`config.mk`:
```
export PLATFORM = sky130hd
export DESIGN_NAME = phys_regfile
export DESIGN_NICKNAME = d
export VERILOG_FILES = /design/src/source/ooo_pkg.sv /design/src/source/phys_regfile.sv
export VERILOG_INCLUDE_DIRS = /design/src /design/src/include
export SDC_FILE = /design/constraint.sdc
export NUM_CORES = 2
export LEC_CHECK = 0
export BUFFER_PORTS_ARGS = -buffer_cell sky130_fd_sc_hd__buf_4
export CAP_MARGIN = 25
export CORE_UTILIZATION = 50
export DETAILED_ROUTE_END_ITERATION = 7
export PLACE_DENSITY = 0.65
export SKIP_CTS_REPAIR_TIMING = 1
export SLEW_MARGIN = 20
export SYNTH_ARGS = -nofsm -noshare
export SYNTH_HDL_FRONTEND = slang
export SYNTH_SLANG_ARGS = --single-unit
```
`constraint.sdc`:
```
create_clock -name clock -period 6.9 [get_ports clock]
set_input_delay 1.38 -clock clock [delete_from_list [all_inputs] [get_ports clock]]
set_output_delay 1.38 -clock clock [all_outputs]
set_load 0.01 [all_outputs]
```
`src/include/ooo_params.svh`:
```
// PRF_SZ, ROB_SZ and PRF_SZ - ARCH_REGS must be powers of two and the free list must hold ROB_SZ
`ifndef OOO_PARAMS_SVH
`define OOO_PARAMS_SVH

////////////////////////////////////////
// Register counts
////////////////////////////////////////
`define ARCH_REGS 32
`define ZERO_REG  31  // Architectural register that reads zero

`define PRF_SZ    64
`define ZERO_PRF  31  // Never allocated or freed

////////////////////////////////////////
// Buffer depth and word width
////////////////////////////////////////
`define ROB_SZ    16
`define DATA_W    64

// Run status encodings
`define NO_ERROR          4'h0
`define HALTED_ON_HALT    4'h2
`define HALTED_ON_ILLEGAL 4'h3

`endif

```
`src/source/ooo_pkg.sv`:
```
// Machine-side index and data types sized from the params header
`default_nettype none

`include "ooo_params.svh"

package ooo_pkg;

  // Physical register index
  typedef logic [$clog2(`PRF_SZ)-1:0] preg_t;

  // Reorder buffer slot
  typedef logic [$clog2(`ROB_SZ)-1:0] rob_idx_t;

  typedef logic [`DATA_W-1:0] word_t;  // Register and NPC word

endpackage

`default_nettype wire

```
`src/source/phys_regfile.sv`:
```
// Contents are undefined after reset until a completion writes them and ZERO_PRF always reads zero
`timescale 1ns/1ps
`default_nettype none

`include "ooo_params.svh"

module phys_regfile
  import ooo_pkg::*;
(
  input  logic  clock,
  input  logic  complete_valid,
  input  preg_t complete_pdest,
  input  word_t complete_value,
  input  preg_t commit_pdest,
  output word_t commit_wr_data
);

  word_t regs [`PRF_SZ];

  ////////////////////////////////////////
  // Completion write port
  ////////////////////////////////////////
  always_ff @(posedge clock)
  begin
    if (complete_valid && (complete_pdest != preg_t'(`ZERO_PRF)))
    begin
      regs[complete_pdest] <= complete_value;
    end
  end

  ////////////////////////////////////////
  // Commit read port
  ////////////////////////////////////////
  always_comb
  begin
    if (commit_pdest == preg_t'(`ZERO_PRF))
    begin
      commit_wr_data = '0;  // Hardwired zero
    end
    else
    begin
      commit_wr_data = regs[commit_pdest];
    end
  end

endmodule

`default_nettype wire

```
# Yosys cells after proc, flatten, opt, wreduce, memory -nomap -nowiden
# Memories as Yosys holds them, arrays and structs flattened.
# Cells that the tools add are included.
[totals]
reg_bits = 0
ram_bits = 4096
wordCells = 7
n_memories = 1
[mem_list]
columns = ["name", "depth", "width", "rd", "rd_clocked_by_memory_dff", "write_ports", "line_no", "rtl"]
rows = [
  ["regs", 64, 64, 1, 0, 1, "phys_regfile.sv:18", "word_t regs [`PRF_SZ];"],
]
[op_classes]
eq_ne = 2
n_mux = 3
n_reduce_logical = 1
[ops]
columns = ["op", "count"]
rows = [
  ["2-to-1 mux 64 bit", 1],
  ["== test 6 x 5 -> 1 bit (second input constant)", 1],
  ["inequality test 6 x 5 -> 1 bit (second input constant)", 1],
  ["2-to-1 mux 1 bit", 2],
  ["logical AND 1 bit", 1],
]

# Depth between registers and ports, before layout
[logic_depth]
ltp_word = 4
mapped_depth = 10

# Worst setup path before layout
# Ideal clock, no wire load.
[synth_path]
path_type = "input to register"
start = "input port complete_pdest[5]"
end = "memory regs[39][0] in the netlist's numbering, enable pin"
setup_time_ns = 0.487
t_arrival_ns = 4.902
setup_slack_ns = 1.512
stages = 4
path_buffers = 2
path_cell_list = "clkbuf_1 -> or3b_2 -> clkbuf_1 -> nor2_1"
[synth_via]
elab_chain_cells = 4
[synth_rtl]
columns = ["item", "line_no", "rtl"]
rows = [
  ["start, declared", "phys_regfile.sv:12", "input preg_t complete_pdest,"],
  ["inequality test 6 x 5 -> 1 bit", "phys_regfile.sv:25", "if (complete_valid && (complete_pdest != preg_t'(`ZERO_PRF)))"],
  ["logical AND 1 bit", "phys_regfile.sv:25", ""],
  ["2-to-1 mux 1 bit", "phys_regfile.sv:25", ""],
  ["2-to-1 mux 1 bit (not written as such)", "phys_regfile.sv:27", "regs[complete_pdest] <= complete_value;"],
  ["end, declared", "phys_regfile.sv:18", ""],
]
# Several ways; a longest one is shown, not always the timed one.

# Final worst setup path
[layout_path]
start = "input port commit_pdest[0]"
end = "output port commit_wr_data[41]"
[layout_via]
elab_chain_cells = 2
word_cells_on_any_way = 3
classes_between = "eq/ne: 1; mux: 1; memory: 1"
[layout_rtl]
columns = ["item", "line_no", "rtl"]
rows = [
  ["start, declared", "phys_regfile.sv:14", "input preg_t commit_pdest,"],
  ["memory (64 x 64 bit) / == test 6 x 5 -> 1 bit (equally long branches)", "-", ""],
  ["2-to-1 mux 64 bit *", "phys_regfile.sv:36", "if (commit_pdest == preg_t'(`ZERO_PRF))"],
  ["end, declared", "phys_regfile.sv:15", "output word_t commit_wr_data"],
]
# Every way passes the cells marked *; elsewhere a longest branch is shown, timed or not.

==> metrics.csv <==
metric;value;unit
status;completed;
cp.required;5.52;ns
period_share;0.8507;
total_power;51.35;mW
startpoint_type;input port;
grt-busiest-layer;met2;
grt_pass1_wl;591.1;mm
synth_edf_count;4096;
start_util;0.5035;
synth_top_area_cell;edfxtp_1;
p_leak;55.95;nW
clkTransAtPathRegs;0.06;ns
synthesis.instances;6936;
num_vias;77730;
cts_sinks;4096;
cp.buffers_inverters;3;
fin_setup_tns;0;ns
maxCapViolations;0;
whs_path_depth;1;
clockBufferDepth;4;
use_met3;0.04148;
synth.top_cells.by_count;edfxtp_1 (4096), mux4_2 (718), mux2i_1 (612);
yosys.area.top_type_share;0.7897;
pre_cts_ws;1.080;ns
critPathSlowestCell;or3b_4;
drt_wl_total;427.4;mm
cp_common_cell;buf_4;
end_kind;output port;
path_class;in -> out;
cts_buffers;412;
ys_seq_area_frac;0.7897;
worstMarginPinSlew;1.298;ns
place_congestion;0.7943;
antenna_found_initial;24;
overflow;0;
drtPass1Iterations;6;
nets;7488;
worst_ep_arrival_time;4.49;ns
grt.met1_usage;0.3723;
holdCritPathClass;in -> reg;
track_usage;0.2692;
critPathTopFamily;simple AND/OR/NAND/NOR gates;
grt_pass1_vias;76620;
ys_types;48;
drcViolationCount;0;
vdd_drop_max;0.2277;mV
ys_async_sr_fraction;0;
n_fill_cell;22450;
ctsRootBufferMaster;clkbuf_16;
powerDensity;291.6;nW/µm²
relSlewSlack;0.1347;
drv_slew;0;
die_w;560.1;µm
num_rows;204;
tritoncts;yes;
port_buffers;141;
post_synth.cell_area_avg;22.46;µm²
cp_max_fo;52;
synth-seq-cells;4096;
grt_max_degree;128;
synth_top_cells_by_area;edfxtp_1 (79%), mux4_2 (10%), mux2i_1 (3.9%);
vias_per_cell;6.549;
drive_above_1_share;0.2360;
yosysWarnings;0;
postRouteAntennaNets;0;
dieHeight;560.1;µm
syn_area;155800;µm²
setup_ws;1.030;ns
grtUsageMet2;0.4399;
htreeDepth;5;
critPathMaxStageDelay;0.99;ns
synth_most_common_cell;edfxtp_1;
cp_cell_sequence;buf_16 > or3b_4 > buf_4 > o221ai_1 > a21oi_1 > a211o_1 > o31ai_2 > buf_4;
largest_register_ff_count;4096;
dp_hpwl;234.6;mm
rsz0062_at_grt;no;
setup_viol;0;
io_pins;142;
path_depth;8;
wire_per_inst;36.01;µm
dieArea;313700;µm²
reg.largest.list;regs x4096;
min_period;5.870;ns
fmax;170.4;MHz
regMostFlops;regs;
synth_ff_type;edfxtp_1;
areaGrowthSynthToFinish;13.04;%
hold_viol_final;0;
drtIter0Drc;10590;
core;309400;µm²
cells in the final DEF (no fill, tap or decap), drive strengths merged, types with 2 or more instances in the layout:
cell	n
a22o	51
a21oi	90
clkinv	190
nand2	36
o22ai	203
nand3	4
nor4b	2
and2	3
nor2	70
or3b	4
nand3b	4
o211ai	90
a221oi	26
a211o	64
o21ai	39
inv	7
conb	64
mux4	718
or3	40
o221ai	90
edfxtp	4096
clkbuf	509
o31ai	63
clkinvlp	12
buf	405
mux2i	612
nor2b	7
bufinv	24
a22oi	203
diode	12
or2	2
metrics by stage:
step             util  cells  hold WS, ns  cell area [µm²]
3_5_place_dp   0.5276  11110        1.911           163200
6_report       0.5691  11870       0.9494           176100
3_3_place_gp   0.5268  11100        1.888           163000
5_1_grt        0.5691  11860       0.9563           176000
4_1_cts        0.5688  11850       0.8885           176000
2_1_floorplan       -   6999        1.479           156000
worst paths after layout:
| kind | startpoint | endpoint |
|---|---|---|
| worst min-delay path | complete_value[1] | regs[49][1] |
| worst max-delay path | commit_pdest[0] | commit_wr_data[41] |
final cells by class:
cell class	instances	area, µm²	area share
antenna	12	30.03	0.0001706
clock buffer	509	10780	0.06123
clock inverter	232	1976	0.01122
inverter	1	3.754	0.00002132
multi-input combinational	2494	31080	0.1765
sequential	4096	123000	0.6986
tap	4120	5155	0.02928
timing repair buffer	405	4040	0.02295
layer usage:
metal	share of wire	vias up	wire length, µm
li1	-	30670	-
met1	0.39	41920	164600
met4	0.036	8	15190
met3	0.089	751	38250
met5	0.000094	-	40
met2	0.49	4371	209400
report_power, final:
group / switching, mW / leakage, nW / internal, mW / total, mW
clock network: 9.27 / 6.19 / 12.0 / 21.2
registers: 0.0447 / 36.9 / 27.6 / 27.6
logic: 1.60 / 12.9 / 0.876 / 2.47
total: 10.9 / 55.9 / 40.4 / 51.3
logic make-up (layout without fill, tap and decap cells):
group | Yosys count | after routing | share of synthesized area
DFF | 4096 | 4096 | 0.7897
muxes | 1330 | 1330 | 0.1432
AOI/OAI and AO/OA | 922 | 922 | 0.04522
buffers and inverters | 409 | 1147 | 0.01611
and+or+nand+nor | 178 | 178 | 0.005800
other | 1 | 76 | 0.00002408
No activity file was read; power rests on OpenSTA's default activity.
