--- src/include/ooo_params.svh ---
// PRF_SZ, ROB_SZ and PRF_SZ - ARCH_REGS must be powers of two and the free list must hold ROB_SZ
`ifndef OOO_PARAMS_SVH
`define OOO_PARAMS_SVH

////////////////////////////////////////
// Register counts
////////////////////////////////////////
`define ARCH_REGS 32
`define ZERO_REG  31  // Architectural register that reads zero

`define PRF_SZ    64
`define ZERO_PRF  31  // Never allocated or freed

////////////////////////////////////////
// Buffer depth and word width
////////////////////////////////////////
`define ROB_SZ    16
`define DATA_W    64

// Run status encodings
`define NO_ERROR          4'h0
`define HALTED_ON_HALT    4'h2
`define HALTED_ON_ILLEGAL 4'h3

`endif

--- src/source/isa_pkg.sv ---
// Instruction kinds and run status as seen by retire only, with no decode fields
`default_nettype none

`include "ooo_params.svh"

package isa_pkg;

  // Kind of a dispatched instruction
  typedef enum logic [1:0] {
    INST_NORMAL  = 2'd0,
    INST_HALT    = 2'd1,
    INST_ILLEGAL = 2'd2
  } inst_kind_e;

  // Sticky run status
  typedef enum logic [3:0] {
    ERR_NONE              = `NO_ERROR,
    ERR_HALTED_ON_HALT    = `HALTED_ON_HALT,
    ERR_HALTED_ON_ILLEGAL = `HALTED_ON_ILLEGAL
  } error_status_e;

  typedef logic [$clog2(`ARCH_REGS)-1:0] areg_t;  // Architectural register index

endpackage

`default_nettype wire

--- src/source/ooo_pkg.sv ---
// Machine-side index and data types sized from the params header
`default_nettype none

`include "ooo_params.svh"

package ooo_pkg;

  // Physical register index
  typedef logic [$clog2(`PRF_SZ)-1:0] preg_t;

  // Reorder buffer slot
  typedef logic [$clog2(`ROB_SZ)-1:0] rob_idx_t;

  typedef logic [`DATA_W-1:0] word_t;  // Register and NPC word

endpackage

`default_nettype wire

--- src/source/rename_map.sv ---
// One rename and one free per cycle with a free list that never underflows under ROB back-pressure
`timescale 1ns/1ps
`default_nettype none

`include "ooo_params.svh"

module rename_map
  import isa_pkg::*;
  import ooo_pkg::*;
(
  input  logic  clock,
  input  logic  rst,
  input  logic  dispatch_fire,
  input  areg_t dispatch_dest,
  input  logic  retire_fire,
  input  preg_t retire_old_pdest,
  output preg_t new_pdest,
  output preg_t old_pdest
);

  localparam int FL_SZ = `PRF_SZ - `ARCH_REGS;
  localparam int FL_W  = $clog2(FL_SZ);

  preg_t           map_table [`ARCH_REGS];
  preg_t           free_list [FL_SZ];
  logic [FL_W-1:0] fl_head;
  logic [FL_W-1:0] fl_tail;
  logic [FL_W:0]   fl_count;
  logic            dest_is_zero;
  logic            rename_en;
  logic            free_en;

  ////////////////////////////////////////
  // Combinational rename
  ////////////////////////////////////////
  assign dest_is_zero = (dispatch_dest == areg_t'(`ZERO_REG));
  assign rename_en    = dispatch_fire && !dest_is_zero;
  assign free_en      = retire_fire && (retire_old_pdest != preg_t'(`ZERO_PRF));

  // Zero register bypasses the tables entirely
  assign new_pdest = dest_is_zero ? preg_t'(`ZERO_PRF) : free_list[fl_head];
  assign old_pdest = dest_is_zero ? preg_t'(`ZERO_PRF) : map_table[dispatch_dest];

  ////////////////////////////////////////
  // Map table and free list update
  ////////////////////////////////////////
  always_ff @(posedge clock)
  begin
    if (rst)
    begin
      // Identity map, spare registers queued in ascending order
      for (int r = 0; r < `ARCH_REGS; r++)
      begin
        map_table[r] <= preg_t'(r);
      end
      for (int i = 0; i < FL_SZ; i++)
      begin
        free_list[i] <= preg_t'(`ARCH_REGS + i);
      end
      fl_head  <= '0;
      fl_tail  <= '0;
      fl_count <= (FL_W+1)'(FL_SZ);
    end
    else
    begin
      if (rename_en)
      begin
        map_table[dispatch_dest] <= free_list[fl_head];
        fl_head                  <= fl_head + 1'b1;  // Pop
      end
      if (free_en)
      begin
        free_list[fl_tail] <= retire_old_pdest;
        fl_tail            <= fl_tail + 1'b1;      // Push
      end
      if (free_en && !rename_en)
      begin
        fl_count <= fl_count + 1'b1;
      end
      else if (rename_en && !free_en)
      begin
        fl_count <= fl_count - 1'b1;
      end
    end
  end

  // ROB depth must keep enough registers free
  a_fl_not_empty: assert property (@(posedge clock) disable iff (rst)
    rename_en |-> (fl_count != '0));

endmodule

`default_nettype wire

--- config.mk ---
export PLATFORM = sky130hd
export DESIGN_NAME = rename_map
export DESIGN_NICKNAME = d
export VERILOG_FILES = /design/src/source/isa_pkg.sv /design/src/source/ooo_pkg.sv /design/src/source/rename_map.sv
export VERILOG_INCLUDE_DIRS = /design/src /design/src/include
export SDC_FILE = /design/constraint.sdc
export NUM_CORES = 1
export LEC_CHECK = 0
export ABC_AREA = 1
export BUFFER_PORTS_ARGS = -buffer_cell sky130_fd_sc_hd__buf_2
export CAP_MARGIN = 20
export CORE_MARGIN = 5
export CORE_UTILIZATION = 40
export CTS_BUF_LIST = sky130_fd_sc_hd__clkbuf_4
export CTS_CLUSTER_SIZE = 28
export DETAILED_ROUTE_END_ITERATION = 8
export MAX_ROUTING_LAYER = met4
export PLACE_DENSITY = 0.52
export SYNTH_ARGS = -nofsm -noshare
export SYNTH_HDL_FRONTEND = slang
export SYNTH_SLANG_ARGS = --single-unit
--- constraint.sdc ---
create_clock -name clock -period 4.21 [get_ports clock]
set_input_delay 1.263 -clock clock [delete_from_list [all_inputs] [get_ports clock]]
set_output_delay 1.263 -clock clock [all_outputs]
set_load 0.02 [all_outputs]
== Word-level counts from Yosys, hierarchy flattened ==
Memories as Yosys holds them, arrays and structs flattened. A register that Yosys moved wholly into a read port is not among the register bits.
Index checks and enable logic that the tools add are counted.
Cells by class
  add/sub/neg operators: 2
  multipliers: 0
  divide/modulo/power cells: 0
  magnitude comparators: 0
  equality and inequality tests: 2
  shifts and indexed selects: 0
  muxes and demuxes: 18
  bitwise gates (word level): 0
  reduce and logical (&&, ||, !) cells: 5
Operators by type and width (count)
  $mux 6: 4
  $mux 5: 4
  $reduce_or 6->1: 2
  $add 5x1->5 const B: 2
  $mux 1: 10
  $ne 6x5->1 const B: 1
  $eq 5x5->1 const B: 1
  $logic_and 1x1->1: 2
  $logic_not 1->1: 1
Word-level totals
  flip-flop bits (word level): 10
  latch bits: 0
  RAM bits: 384
  ROM bits: 0
  bits of input ports: 15
  output and inout port bits: 12
  logic and storage cells: 31
  memories kept: 2
Memory list
  free_list: words 32, bits a word 6, rd ports 1, clocked after Yosys merged registers in 1, write ports 32, line rename_map.sv:25  | preg_t free_list [FL_SZ];
  map_table: words 32, bits a word 6, rd ports 1, clocked after Yosys merged registers in 0, write ports 32, line rename_map.sv:24  | preg_t map_table [`ARCH_REGS];

== Longest topological paths before layout ==
  depth in word-level cells: 8
  mapped depth: 13
  mapped depth without buffers: 9

== Least setup slack after synthesis ==
No wires, ideal clock.
  path kind: input to output
  start point: input dispatch_dest[1]
  end point: output old_pdest[0]
  data arrival time: 2.557 ns
  data required time: 2.947 ns
  slack: 0.390 ns
  cell stages on the path: 11
  path buffers: 3
  cells stage by stage: buf_2 > nand2_1 > inv_1 > buf_2 > clkbuf_1 > nand2_1 > nand4_1 > nand2_1 > nand2_1 > nor2_1 > nand3_1
On the way
  cells in the longest elaborated chain, start to end: 2
  elaborated cells on any way between the ends: 3
  classes of those cells: 1 x eq/ne; 1 x mux; 1 x memory
RTL lines
  start: declaration: line rename_map.sv:14  | input areg_t dispatch_dest,
  $mem_v2 32x6 / $eq 5x5->1 (equally long branches)
  $mux 6 (*): line rename_map.sv:42  | assign old_pdest = dest_is_zero ? preg_t'(`ZERO_PRF) : map_table[dispatch_dest];
  end: declaration: line rename_map.sv:18  | output preg_t old_pdest
Every way passes the cells marked *; elsewhere a longest branch is shown, timed or not.

==> impl_results.md <==
* Layout cell share with drive strength beyond 1 at 14.6%
* Post-synthesis sequential area ratio at 64.8%
* All-Layer GR Usage at 20.5%
* Filler Cell Count at 4521
* Crit path DAT at 2820 ps
* Mapped Area at 18200 um^2
* Part of the cycle the worst path needs at 97.0%
* Initial antenna violation count at 2
* First-pass GRT wire length at 76800 um
* Unique masters post-synth at 28
* Area Overhead vs Synth at 12.4%
* Ports at 27
* Critical path capture point type: output port
* Min cycle time layout at 4080 ps
* Core footprint at 45300 um^2
* WHS Endpoint: fl_head[2]
* Vias per cell at 5.07
* F_max at 245 MHz
* Final Hold Fails at 0
* Final WL at 50100 um
* Max-Cap Viols at 0
* Vias in the first global route at 13.4k
* Mux contribution to synthesized area at 0%
* Port bufs at 26
* Avg WL per Cell at 18.6 um
* Post-Synth Adder-Cell Area at 0.343%
* Clk_skew at 64.3 ps
* Setup bufs post-CTS at 0
* CTS buffer count at 107
* Clock latency on the worst-skew pair at 850 ps
* CP Launch Type: flop
* Die width at 224 um
* Reg2reg path depth at 9
* # nets final at 2021
* Worst-Margin Slew at 895 ps
* Setup TNS at 0 ps
* Grt ovf at 0
* Ys Warns at 0
* Hold path cells at 2
* Synth Area in Compound Gates at 2.01%
* Vias post-DR at 13.7k
* Hold_ws at 494 ps
* Largest net degree at the start of global routing at 58
* Clock Pin Slew Worst Setup and Hold Paths at 60 ps
* Area taken by multi-input logic gates at 5540 um^2
* Main combinational cell family by area after synthesis: simple AND/OR/NAND/NOR gates
* Slew Viols, Final at 0
* Initial core utilization at 40.3%
* Synth Area in XOR/XNOR at 0%
* CP Max Fanout at 42
* Worst reg-to-reg setup slack at 1660 ps
* VDD IR-drop max at 0.234 mV
* Most common cell after layout, fill and taps aside: nand2_1
* CTS Hold Bufs at 0
* DRC at 0
* Hold Path Class: flop to flop
* Die ar. at 50000 um^2
* Routability Congestion at 0.875
* # setup viols final at 0
* Leak at 7.46 nW
* DRT iter0 DRCs at 1239
* Hold Path Origin: fl_head[2]
* Die H at 224 um
* Critical Path RT at 2950 ps
* Clk buf depth at 3
* Pwr Density at 426 nW/um^2
* Post-Synthesis Mean Instance Area at 9.49 um^2
* Dpl ws at 139 ps
* First-pass detailed-route iteration total at 5
* Post-route ant nets at 0
* H-tree levels at 3
* Status: finished, final reports clean
* CTS root buf: clkbuf_4
* Reg area at 11800 um^2
* Slew HR at 40.2%
* Setup CP Type: flop to output port
* Yosys reg bits at 399
* Commonest cells after routing, fill and taps aside: nand2_1 (746), edfxtp_1 (384), nor2_1 (264), nand3_1 (169), clkbuf_4 (161)
* TritonCTS clock tree: yes
* Post-DP HPWL at 32300 um
* Site row count at 78
* Final WS setup at 128 ps
* Synth Area in Simple Gates at 27.8%
* Critical R2R Capture: map_table[17][4]
* CTS Sinks at 399
* Synthesized instance count at 1923
==> worst max-delay path, cell delays in order (launching register included) <==
cell     delay, ps
dfxtp_4        390
inv_8          170
buf_16         230
nand2_1         70
nand3_1        120
nand3_1        120
nand2_1        150
nand2_1         70
nand3_1         90
nand2_1        120
nor2_2         230
buf_2          220
==> worst max path at each step <==
stage	start	end	slack, ps	depth (start not counted)
3_5_place_dp	dispatch_dest[0]	old_pdest[0]	140	12
5_1_grt	flop	new_pdest[5]	-5	11
6_report	flop	new_pdest[5]	130	11
3_3_place_gp	dispatch_dest[0]	old_pdest[0]	150	12
4_1_cts	flop	new_pdest[2]	7	9
2_1_floorplan	dispatch_dest[1]	old_pdest[0]	390	11
==> metal layers <==
metal,up-vias,GRT usage [%],wire length [um]
met1,6518,26.3,21700
met3,103,4.15,3070
met2,457,32.8,23900
li1,6573,-,-
met4,0,7.00,1450
met5,-,-,0
==> synthesized netlist by cell type (all sizes together) <==
master / n / area share, %
a21oi: 10 / 0.27
a22oi: 30 / 1.2
a31oi: 5 / 0.17
buf: 53 / 1.5
clkbuf: 50 / 1.0
clkinv: 1 / 0.021
conb: 2 / 0.041
dfxtp: 15 / 1.6
edfxtp: 384 / 63
ha: 5 / 0.34
inv: 117 / 2.4
nand2: 750 / 16
nand3: 170 / 4.7
nand4: 21 / 0.72
nor2: 282 / 6.2
nor3: 15 / 0.58
nor3b: 1 / 0.041
o21ai: 12 / 0.33
==> report_power, final <==
part | internal, mW | leakage, nW | switching (mW)
registers | 4.43 | 3.44 | 0.0417
clock network | 1.75 | 0.821 | 1.63
logic | 0.205 | 3.19 | 0.680
==> timing repair <==
item	CTS	global route
pin swaps	0	0
gates cloned	0	0
endpoints found under the setup margin	6	6
resized for setup	7	7
==> stage by stage <==
| stage | cells | util (%) | power (mW) | cell area [um^2] |
|---|---|---|---|---|
| detailed placement | 2492 | 42.2 | 5.43 | 19100 |
| finish | 2692 | 45.3 | 8.74 | 20500 |
| floorplan | 1927 | - | 5.08 | 18300 |
| global route | 2692 | 45.3 | 9.15 | 20500 |
| CTS | 2690 | 45.2 | 8.83 | 20500 |
| global placement | 2492 | 42.2 | 5.43 | 19100 |
==> cell families (layout without fill, tap and decap cells) <==
family,after synthesis,after routing
AOI/OAI and AO/OA,57,57
other,2,8
adders and majority gates,5,5
and+or+nand+nor,1239,1239
DFF,399,399
buffers and inverters,221,384
==> state kept, by name (all words and copies together), names as in the netlist, named ones only <==
name / flops
fl_head: 5
free_list: 192
fl_tail: 5
map_table: 192
==> area by class of cell <==
type                            count  area share, %
Inverter                          118           2.21
Timing Repair Buffer               68           2.77
Sequential cell                   399           57.7
Multi-Input combinational cell   1307           27.0
Antenna cell                        2         0.0244
Tap cell                          600           3.66
Clock buffer                      161           5.89
Clock inverter                     37          0.732
Note: power is estimated with default switching activity, not from simulation.
