## src/include/ooo_params.svh

```systemverilog
// PRF_SZ, ROB_SZ and PRF_SZ - ARCH_REGS must be powers of two and the free list must hold ROB_SZ
`ifndef OOO_PARAMS_SVH
`define OOO_PARAMS_SVH

////////////////////////////////////////
// Register counts
////////////////////////////////////////
`define ARCH_REGS 32
`define ZERO_REG  31  // Architectural register that reads zero

`define PRF_SZ    64
`define ZERO_PRF  31  // Never allocated or freed

////////////////////////////////////////
// Buffer depth and word width
////////////////////////////////////////
`define ROB_SZ    16
`define DATA_W    64

// Run status encodings
`define NO_ERROR          4'h0
`define HALTED_ON_HALT    4'h2
`define HALTED_ON_ILLEGAL 4'h3

`endif

```

## src/source/isa_pkg.sv

```systemverilog
// Instruction kinds and run status as seen by retire only, with no decode fields
`default_nettype none

`include "ooo_params.svh"

package isa_pkg;

  // Kind of a dispatched instruction
  typedef enum logic [1:0] {
    INST_NORMAL  = 2'd0,
    INST_HALT    = 2'd1,
    INST_ILLEGAL = 2'd2
  } inst_kind_e;

  // Sticky run status
  typedef enum logic [3:0] {
    ERR_NONE              = `NO_ERROR,
    ERR_HALTED_ON_HALT    = `HALTED_ON_HALT,
    ERR_HALTED_ON_ILLEGAL = `HALTED_ON_ILLEGAL
  } error_status_e;

  typedef logic [$clog2(`ARCH_REGS)-1:0] areg_t;  // Architectural register index

endpackage

`default_nettype wire

```

## src/source/ooo_pkg.sv

```systemverilog
// Machine-side index and data types sized from the params header
`default_nettype none

`include "ooo_params.svh"

package ooo_pkg;

  // Physical register index
  typedef logic [$clog2(`PRF_SZ)-1:0] preg_t;

  // Reorder buffer slot
  typedef logic [$clog2(`ROB_SZ)-1:0] rob_idx_t;

  typedef logic [`DATA_W-1:0] word_t;  // Register and NPC word

endpackage

`default_nettype wire

```

## src/source/reorder_buffer.sv

```systemverilog
// One dispatch, one completion and one retire per cycle and completions must target live normal entries
`timescale 1ns/1ps
`default_nettype none

`include "ooo_params.svh"

module reorder_buffer
  import isa_pkg::*;
  import ooo_pkg::*;
(
  input  logic       clock,
  input  logic       rst,
  input  logic       dispatch_valid,
  input  inst_kind_e dispatch_kind,
  input  areg_t      dispatch_dest,
  input  word_t      dispatch_npc,
  input  preg_t      new_pdest,
  input  preg_t      old_pdest,
  input  logic       complete_valid,
  input  rob_idx_t   complete_rob_idx,
  input  logic       halted,
  output logic       dispatch_stall,
  output logic       dispatch_fire,
  output rob_idx_t   dispatch_rob_idx,
  output preg_t      complete_pdest,
  output logic       commit_valid,
  output inst_kind_e commit_kind,
  output areg_t      commit_wr_idx,
  output preg_t      commit_pdest,
  output preg_t      retire_old_pdest,
  output word_t      commit_npc,
  output logic       commit_wr_en
);

  localparam int CNT_W = $clog2(`ROB_SZ + 1);

  // Per-entry payload
  inst_kind_e         entry_kind      [`ROB_SZ];
  areg_t              entry_dest      [`ROB_SZ];
  preg_t              entry_pdest     [`ROB_SZ];
  preg_t              entry_old_pdest [`ROB_SZ];
  word_t              entry_npc       [`ROB_SZ];
  logic [`ROB_SZ-1:0] entry_done;

  rob_idx_t   head;
  rob_idx_t   tail;
  logic [CNT_W-1:0] count;
  rob_idx_t   complete_offset;

  ////////////////////////////////////////
  // Dispatch side
  ////////////////////////////////////////
  assign dispatch_stall   = (count == CNT_W'(`ROB_SZ));  // All entries occupied
  assign dispatch_fire    = dispatch_valid && !dispatch_stall;
  assign dispatch_rob_idx = tail;

  // Destination of the completing entry for the register file write
  assign complete_pdest = entry_pdest[complete_rob_idx];

  ////////////////////////////////////////
  // Retire side
  ////////////////////////////////////////
  assign commit_valid     = (count != '0) && entry_done[head] && !halted;
  assign commit_kind      = entry_kind[head];
  assign commit_wr_idx    = entry_dest[head];
  assign commit_pdest     = entry_pdest[head];
  assign retire_old_pdest = entry_old_pdest[head];
  assign commit_npc       = entry_npc[head];
  assign commit_wr_en     = commit_valid && (entry_kind[head] == INST_NORMAL)
                            && (entry_pdest[head] != preg_t'(`ZERO_PRF));

  // Payload written at dispatch
  always_ff @(posedge clock)
  begin
    if (dispatch_fire)
    begin
      entry_kind[tail]      <= dispatch_kind;
      entry_dest[tail]      <= dispatch_dest;
      entry_pdest[tail]     <= new_pdest;
      entry_old_pdest[tail] <= old_pdest;
      entry_npc[tail]       <= dispatch_npc;
    end
  end

  // Pointers, occupancy and done bits
  always_ff @(posedge clock)
  begin
    if (rst)
    begin
      head       <= '0;
      tail       <= '0;
      count      <= '0;
      entry_done <= '0;
    end
    else
    begin
      if (dispatch_fire)
      begin
        tail             <= tail + 1'b1;
        entry_done[tail] <= (dispatch_kind != INST_NORMAL);  // Halt and illegal need no result
      end
      if (complete_valid)
      begin
        entry_done[complete_rob_idx] <= 1'b1;
      end
      if (commit_valid)
      begin
        head <= head + 1'b1;
      end
      if (dispatch_fire && !commit_valid)
      begin
        count <= count + 1'b1;
      end
      else if (commit_valid && !dispatch_fire)
      begin
        count <= count - 1'b1;
      end
    end
  end

  // Distance from head tells whether a slot is in flight
  assign complete_offset = complete_rob_idx - head;

  a_complete_in_flight: assert property (@(posedge clock) disable iff (rst)
    complete_valid |-> (CNT_W'(complete_offset) < count));

  a_complete_once: assert property (@(posedge clock) disable iff (rst)
    complete_valid |-> !entry_done[complete_rob_idx]);

endmodule

`default_nettype wire

```

## config.mk

```make
export PLATFORM = sky130hd
export DESIGN_NAME = reorder_buffer
export DESIGN_NICKNAME = d
export VERILOG_FILES = /design/src/source/isa_pkg.sv /design/src/source/ooo_pkg.sv /design/src/source/reorder_buffer.sv
export VERILOG_INCLUDE_DIRS = /design/src /design/src/include
export SDC_FILE = /design/constraint.sdc
export NUM_CORES = 1
export LEC_CHECK = 0
export BUFFER_PORTS_ARGS = -buffer_cell sky130_fd_sc_hd__buf_2
export CAP_MARGIN = 20
export CORE_MARGIN = 3
export CORE_UTILIZATION = 41
export CTS_CLUSTER_SIZE = 28
export DETAILED_ROUTE_END_ITERATION = 10
export MAX_ROUTING_LAYER = met4
export PLACE_DENSITY = 0.59
export SYNTH_ARGS = -nofsm -noshare
export SYNTH_HDL_FRONTEND = slang
export SYNTH_SLANG_ARGS = --single-unit
```

## constraint.sdc

```tcl
create_clock -name clock -period 12.5 [get_ports clock]
set_clock_uncertainty 0.1 [all_clocks]
set_input_delay 2.5 -clock clock [delete_from_list [all_inputs] [get_ports clock]]
set_output_delay 2.5 -clock clock [all_outputs]
set_load 0.1 [all_outputs]
```

# After elaboration in Yosys (flattened, before gate mapping)
# Memory sizes are Yosys's and may differ from the RTL's. A register that Yosys moved wholly into a read port is not among the register bits.
# Index checks and enable logic that the tools add are counted.
# op_classes
n_addsub	4
eq_ne	2
mux	24
div	0
multipliers	0
reduce_logical	17
n_bitwise	1
magnitude_cmp	5
n_shift	0
# op_table
operator	n
16-bit 2-to-1 mux	3
4-bit 2-to-1 mux	10
16-bit bitwise mux	1
16-bit OR	1
4-bit by 5-bit less-than comparator with 1-bit output, second input constant	3
5-bit 2-to-1 mux	2
1-bit logical AND	9
4-bit by 1-bit adder with 4-bit output, second input constant	2
1-bit demux with 4-bit select	2
4-bit by 1-bit >= comparator with 1-bit output, second input constant	2
6-bit by 5-bit != test with 1-bit output, second input constant	1
5-bit by 1-bit adder with 5-bit output, second input constant	1
5-bit == test, second input constant	1
1-bit 2-to-1 mux	5
5-bit nonzero test	1
5-bit by 1-bit subtractor with 5-bit output, second input constant	1
1-bit binary-select mux with 4-bit select	1
1-bit logical NOT	4
2-bit nonzero test	2
2-bit logical NOT	1
# word_totals
ramBits	1328
out_inout_bits	97
input_bits	92
latchBits	0
regBits	29
rom_bits	0
n_memories	5
wordCells	62
# mem_list
name	depth	width	rd	rd_ports_with_merged_regs	write_ports	line_no	rtl
entry_npc	16	64	1	1	1	reorder_buffer.sv:42	word_t entry_npc [`ROB_SZ];
entry_old_pdest	16	6	1	1	1	reorder_buffer.sv:41	preg_t entry_old_pdest [`ROB_SZ];
entry_pdest	16	6	2	1	1	reorder_buffer.sv:40	preg_t entry_pdest [`ROB_SZ];
entry_dest	16	5	1	1	1	reorder_buffer.sv:39	areg_t entry_dest [`ROB_SZ];
entry_kind	16	2	1	1	1	reorder_buffer.sv:38	inst_kind_e entry_kind [`ROB_SZ];

# Logic depth before layout (Yosys ltp)
# depth
depth_word	9
mapped_depth	14

# Worst setup path before layout
# No wires, ideal clock.
# synth_timing
path_type	input port to flip-flop
start	input port dispatch_valid
end	register entry_done[3]
setup_slack_ps	1997
required_time_ps	12268
stages	5
t_arrival_ps	10271
path_cell_list	a21boi_2 -> nand2_1 -> nor3_1 -> mux2i_1 -> a21oi_1
# synth_via
elab_chain_cells	5
# synth_rtl
element	line_no	rtl
start, declared	reorder_buffer.sv:13	input logic dispatch_valid,
1-bit logical AND *	reorder_buffer.sv:54	assign dispatch_fire = dispatch_valid && !dispatch_stall;
16-bit 2-to-1 mux *	reorder_buffer.sv:97	if (dispatch_fire)
16-bit 2-to-1 mux *	reorder_buffer.sv:88	if (rst)
16-bit OR (no line)	n/a	
16-bit 2-to-1 mux *	reorder_buffer.sv:102	if (complete_valid)
end signal, assigned by index	reorder_buffer.sv:100	entry_done[tail] <= (dispatch_kind != INST_NORMAL);
end, declared	reorder_buffer.sv:43	logic [`ROB_SZ-1:0] entry_done;
# Every way passes the cells marked *; elsewhere a longest branch is shown, timed or not. The select of a mux whose other input is x is not followed.
# A chain may end at the register's enable or synchronous reset.

==> impl.org <==
** Yosys
- Average cell area after synthesis :: 24.8 um^2
- Synth Cell Area :: 52,200 um^2
- Yosys attributes the largest share of cell area to sky130_fd_sc_hd__edfxtp_1 (76%), sky130_fd_sc_hd__mux4_2 (19%), sky130_fd_sc_hd__dfxtp_1 (1.3%).
- For this run, the number of Yosys warnings is 0.
- Yosys top cell by area :: sky130_fd_sc_hd__edfxtp_1
- Among all flip-flop cells after synthesis, the most frequent one is sky130_fd_sc_hd__edfxtp_1.
- Number of enable flip-flop cells after synthesis :: 1,328
- After synthesis, the netlist uses 44 different library cells.
- Net count after synthesis :: 2,205
- Synth top area share :: 76.4%
- Synthesis inferred 1,361 register bits.
- Async set or reset register ratio after synthesis :: 0%
- Counting every instance in the synthesized netlist gives 2,103.
- Of the synthesized area, sequential elements account for 77.7%.

** GRT
- The via count of the first global-routing pass was 24,838.
- In the global route stage, overall resource usage came out at 19.0%.
- The number of antenna violations at the first check in global routing was 27.
- Pin count of the biggest net entering global routing :: 85
- Global-route wire length before repair :: 174,000 um
- Total gr overflow :: 0

** Critical path
- For the worst setup path, the data required time is 9.90 ns.
- End of the critical path :: commit_wr_en
- Count of cell instances traversed by the critical path :: 7
- At the worst endpoint, the arrival time is 5.19 ns.
- FF-to-FF path depth :: 6
- STA classifies the critical path endpoint as an output port.
- Reg-to-reg slack, setup :: 8.75 ns
- Slowest stage delay, CP :: 0.85 ns
- The slowest stage of the critical path is the sky130_fd_sc_hd__buf_4 cell.
- In this run the critical register-to-register path is launched from count[0].
- The worst setup path is launched from a flip-flop.
- In this run the critical register-to-register path is captured at entry_dest[1][0].
- The worst setup path is of the reg2out kind.
- Counting both buffers and inverters, the worst setup path holds a total of 3.
- On the critical path the largest part of the delay comes from buffers and inverters.
- Largest driver fanout on the critical path :: 46
- The signal on the critical path passes through buf_4 > buf_4 > mux4_2 > mux4_2 > nor3_2 > o31a_1 > buf_2.

** Place
- Worst setup slack after placement :: 5.14 ns
- The congestion estimate from routability-driven global placement came to 0.743.
- The wire-length estimate of the detail-placed layout is 59,600 um.
- Summing all placed instances gives a cell area of 55,200 um^2.
- Buffers placed on the I/O ports in this run total 188.

** Run
- Across the run, the number of max-cap violations was 0.

** Layout
- Layout Area Growth over Synthesis :: 14.4%
- Fraction of the core area covered by cells at the end of the flow :: 47.4%
- Layout cells sized above 1 :: 36.2%
- Design area :: 59,700 um^2
- Final-stage net count :: 2,469

** Clock tree
- Post-CTS setup-driven buffer insertion count :: 0
- Cell at the root of the clock tree :: sky130_fd_sc_hd__clkbuf_16
- Gates resized during post-CTS repair numbered 0.
- In this run, CTS created clock tree buffers numbering 141.
- The clock drives 1,361 sinks.
- CTS H-Tree Depth :: 4
- No sink is reached through more buffers than the 3 on the longest clock path.
- Post-CTS Hold Fix Bufs :: 0
- TritonCTS clock tree :: built
- Insertion delay of the later-clocked pin in the worst-skew pair :: 0.73 ns
- CTS clk-pin slew, worst paths :: 0.06 ns

** Timing
- Setup repair after global routing left no endpoint under its margin.
- Post-layout minimum cycle time :: 7.79 ns
- Measured slew at the worst slew-check pin :: 1.08 ns
- The count of pins over their slew limit came to 0.
- Peak clock frequency supported by timing :: 128 MHz
- After routing, the total negative slack on setup checks comes to 0 ns.
- Count of endpoints failing setup in the final report :: 0
- The worst pin sits at a relative slew slack of 27.7%.
- Endpoints failing hold :: 0
- Smallest setup slack after layout :: 4.71 ns
- In the finished design, the share of the clock period the worst path needs comes to 62.3%.

** Power
- Leakage dissipation :: 18.3 nW
- IR drop worst, VDD :: 0.114 mV
- Total power density per cell area :: 181 nW/um^2
- The completed layout was analyzed and its total power is 10.8 mW.

** Route
- The detailed router placed 23,276 vias in this run.
- Uppermost metal layer occupied by signal nets :: met4
- Routed length on met1 :: 49,400 um
- Total wire length :: 120,000 um
- Drt drc :: 0
- Dividing the detail-routed wire length by the instance count gives 29.1 um.
- The detailed router finished its first iteration with 2,517 violations.
- In this run the remaining antenna-violating nets after routing total 0.
- Number of vias per cell after detailed routing :: 5.64
- The first TritonRoute pass finished after 5 iterations.
- Met3 Routed Length :: 7590 um
- Met2 wire len :: 60,800 um

** Floorplanning
- Core outline area :: 126,000 um^2
- Die span in y :: 363 um
- The die covers 132,000 um^2.
- Width of the die :: 363 um
- Site row count :: 130
- Count of boundary I/O pins :: 189
- Effective utilization at floorplan :: 41.4%

** Worst hold path
- Worst min-delay path category :: reg2reg
- Counting instances, the worst hold path has a depth of 2.

** Run status
- The flow ran to the end, and the final reports show no timing, DRC or antenna violations.
==> placed cells by master (no fill, tap or decap), types with 3 or more instances in the layout <==
cell type                    synthesis  final
sky130_fd_sc_hd__mux4_2            440    440
sky130_fd_sc_hd__and2_1              4      4
sky130_fd_sc_hd__dfxtp_4             0      3
sky130_fd_sc_hd__nand3_1             7      7
sky130_fd_sc_hd__dfxtp_1            33     30
sky130_fd_sc_hd__bufinv_16           0     12
sky130_fd_sc_hd__inv_6               0      9
sky130_fd_sc_hd__clkinv_1            0     24
sky130_fd_sc_hd__nor2_4              0     12
sky130_fd_sc_hd__nor3_2              1      5
sky130_fd_sc_hd__diode_2             0     14
sky130_fd_sc_hd__buf_12              0      7
sky130_fd_sc_hd__clkinv_2            0     25
sky130_fd_sc_hd__ha_1                9      9
sky130_fd_sc_hd__inv_1               7      7
sky130_fd_sc_hd__xnor2_1             4      4
sky130_fd_sc_hd__nor2b_1             7      7
sky130_fd_sc_hd__nor2_1             30     18
sky130_fd_sc_hd__nand2_1            20     20
sky130_fd_sc_hd__clkinvlp_4          0      3
sky130_fd_sc_hd__buf_4               3     35
sky130_fd_sc_hd__edfxtp_1         1328   1328
sky130_fd_sc_hd__clkbuf_1           48     23
sky130_fd_sc_hd__buf_2              51    188
sky130_fd_sc_hd__xor2_1              5      5
sky130_fd_sc_hd__a21oi_1            30     30
sky130_fd_sc_hd__buf_16              0      3
sky130_fd_sc_hd__clkbuf_16           0    142
sky130_fd_sc_hd__o21ai_0             3      3
sky130_fd_sc_hd__mux2i_1            29     29
==> worst reg2reg max path, cell delays in order (launching register included) <==
cell	delay, ns
sky130_fd_sc_hd__dfxtp_1	0.42
sky130_fd_sc_hd__nor4_1	0.15
sky130_fd_sc_hd__a21boi_2	0.43
sky130_fd_sc_hd__nand2_1	0.34
sky130_fd_sc_hd__nor3_2	0.20
sky130_fd_sc_hd__buf_4	0.82
sky130_fd_sc_hd__buf_4	0.88
==> state kept, by name (all words and copies together), names as in the netlist, named ones only <==
| signal | cells |
|---|---|
| entry_npc | 1024 |
| entry_old_pdest | 96 |
| entry_pdest | 96 |
| entry_dest | 80 |
| entry_kind | 32 |
| entry_done | 16 |
| count | 5 |
| dispatch_rob_idx | 4 |
| head | 4 |
==> Yosys cell counts, types with 2 or more instances <==
master	count
sky130_fd_sc_hd__a211oi_1	2
sky130_fd_sc_hd__a21o_1	2
sky130_fd_sc_hd__a21oi_1	30
sky130_fd_sc_hd__a221oi_1	2
sky130_fd_sc_hd__and2_1	4
sky130_fd_sc_hd__and3_1	2
sky130_fd_sc_hd__buf_1	7
sky130_fd_sc_hd__buf_2	51
sky130_fd_sc_hd__buf_4	3
sky130_fd_sc_hd__buf_6	3
sky130_fd_sc_hd__clkbuf_1	48
sky130_fd_sc_hd__dfxtp_1	33
sky130_fd_sc_hd__edfxtp_1	1328
sky130_fd_sc_hd__ha_1	9
sky130_fd_sc_hd__inv_1	7
sky130_fd_sc_hd__mux2i_1	29
sky130_fd_sc_hd__mux4_2	440
sky130_fd_sc_hd__nand2_1	20
sky130_fd_sc_hd__nand2b_1	2
sky130_fd_sc_hd__nand3_1	7
sky130_fd_sc_hd__nor2_1	30
sky130_fd_sc_hd__nor2b_1	7
sky130_fd_sc_hd__nor3_1	6
sky130_fd_sc_hd__o21ai_0	3
sky130_fd_sc_hd__or3_1	2
sky130_fd_sc_hd__xnor2_1	4
sky130_fd_sc_hd__xor2_1	5
==> area by class of cell <==
| type | instances | area [um^2] |
|---|---|---|
| clock buffers | 166 | 3650 |
| fillers | 10120 | 66400 |
| flip-flops and latches | 1361 | 40600 |
| repair buffers | 233 | 1430 |
| clock inverters | 75 | 704 |
| diodes | 14 | 35.0 |
| well taps | 1650 | 2060 |
| inverters | 8 | 35.0 |
| multi-input cells | 622 | 11200 |
==> logic make-up (layout without fill, tap and decap cells) <==
family	after synthesis	after routing	share of synthesized area, %
compound gates	46	46	0.534
xor+xnor	9	9	0.151
fa+ha+maj	10	10	0.254
buf+inv	120	482	1.05
flops	1361	1361	77.7
mux	470	470	19.6
other cells	0	14	0
simple gates	87	87	0.786
==> worst min path at each step <==
stage / start / endpoint / slack, ns
finish: count[3] / count[3] / 0.43
global route: count[3] / count[3] / 0.47
CTS: count[3] / count[3] / 0.43
detailed placement: count[3] / count[3] / 0.42
global placement: count[2] / count[2] / 0.40
floorplan: head[3] / flip-flop / 0.39
==> power by group <==
group          internal (mW)  switching [mW]
Combinational          0.489            1.13
Clock                   2.33            1.66
Sequential              5.16          0.0523
Total                   7.98            2.84
==> layer usage <==
layer  track usage, %  vias up
li1                 -     9688
met1             24.6    12662
met2             30.5      735
met3             4.18      191
met4             5.03        0
met5                -        -
==> per-stage QoR <==
step / hold WS [ns] / std cells
final: 0.427 / 4129
after global routing: 0.470 / 4129
after CTS: 0.430 / 4112
after detailed placement: 0.416 / 3871
after global placement: 0.402 / 3870
after floorplan: 0.386 / 2103
Note: power is estimated with default switching activity, not from simulation.
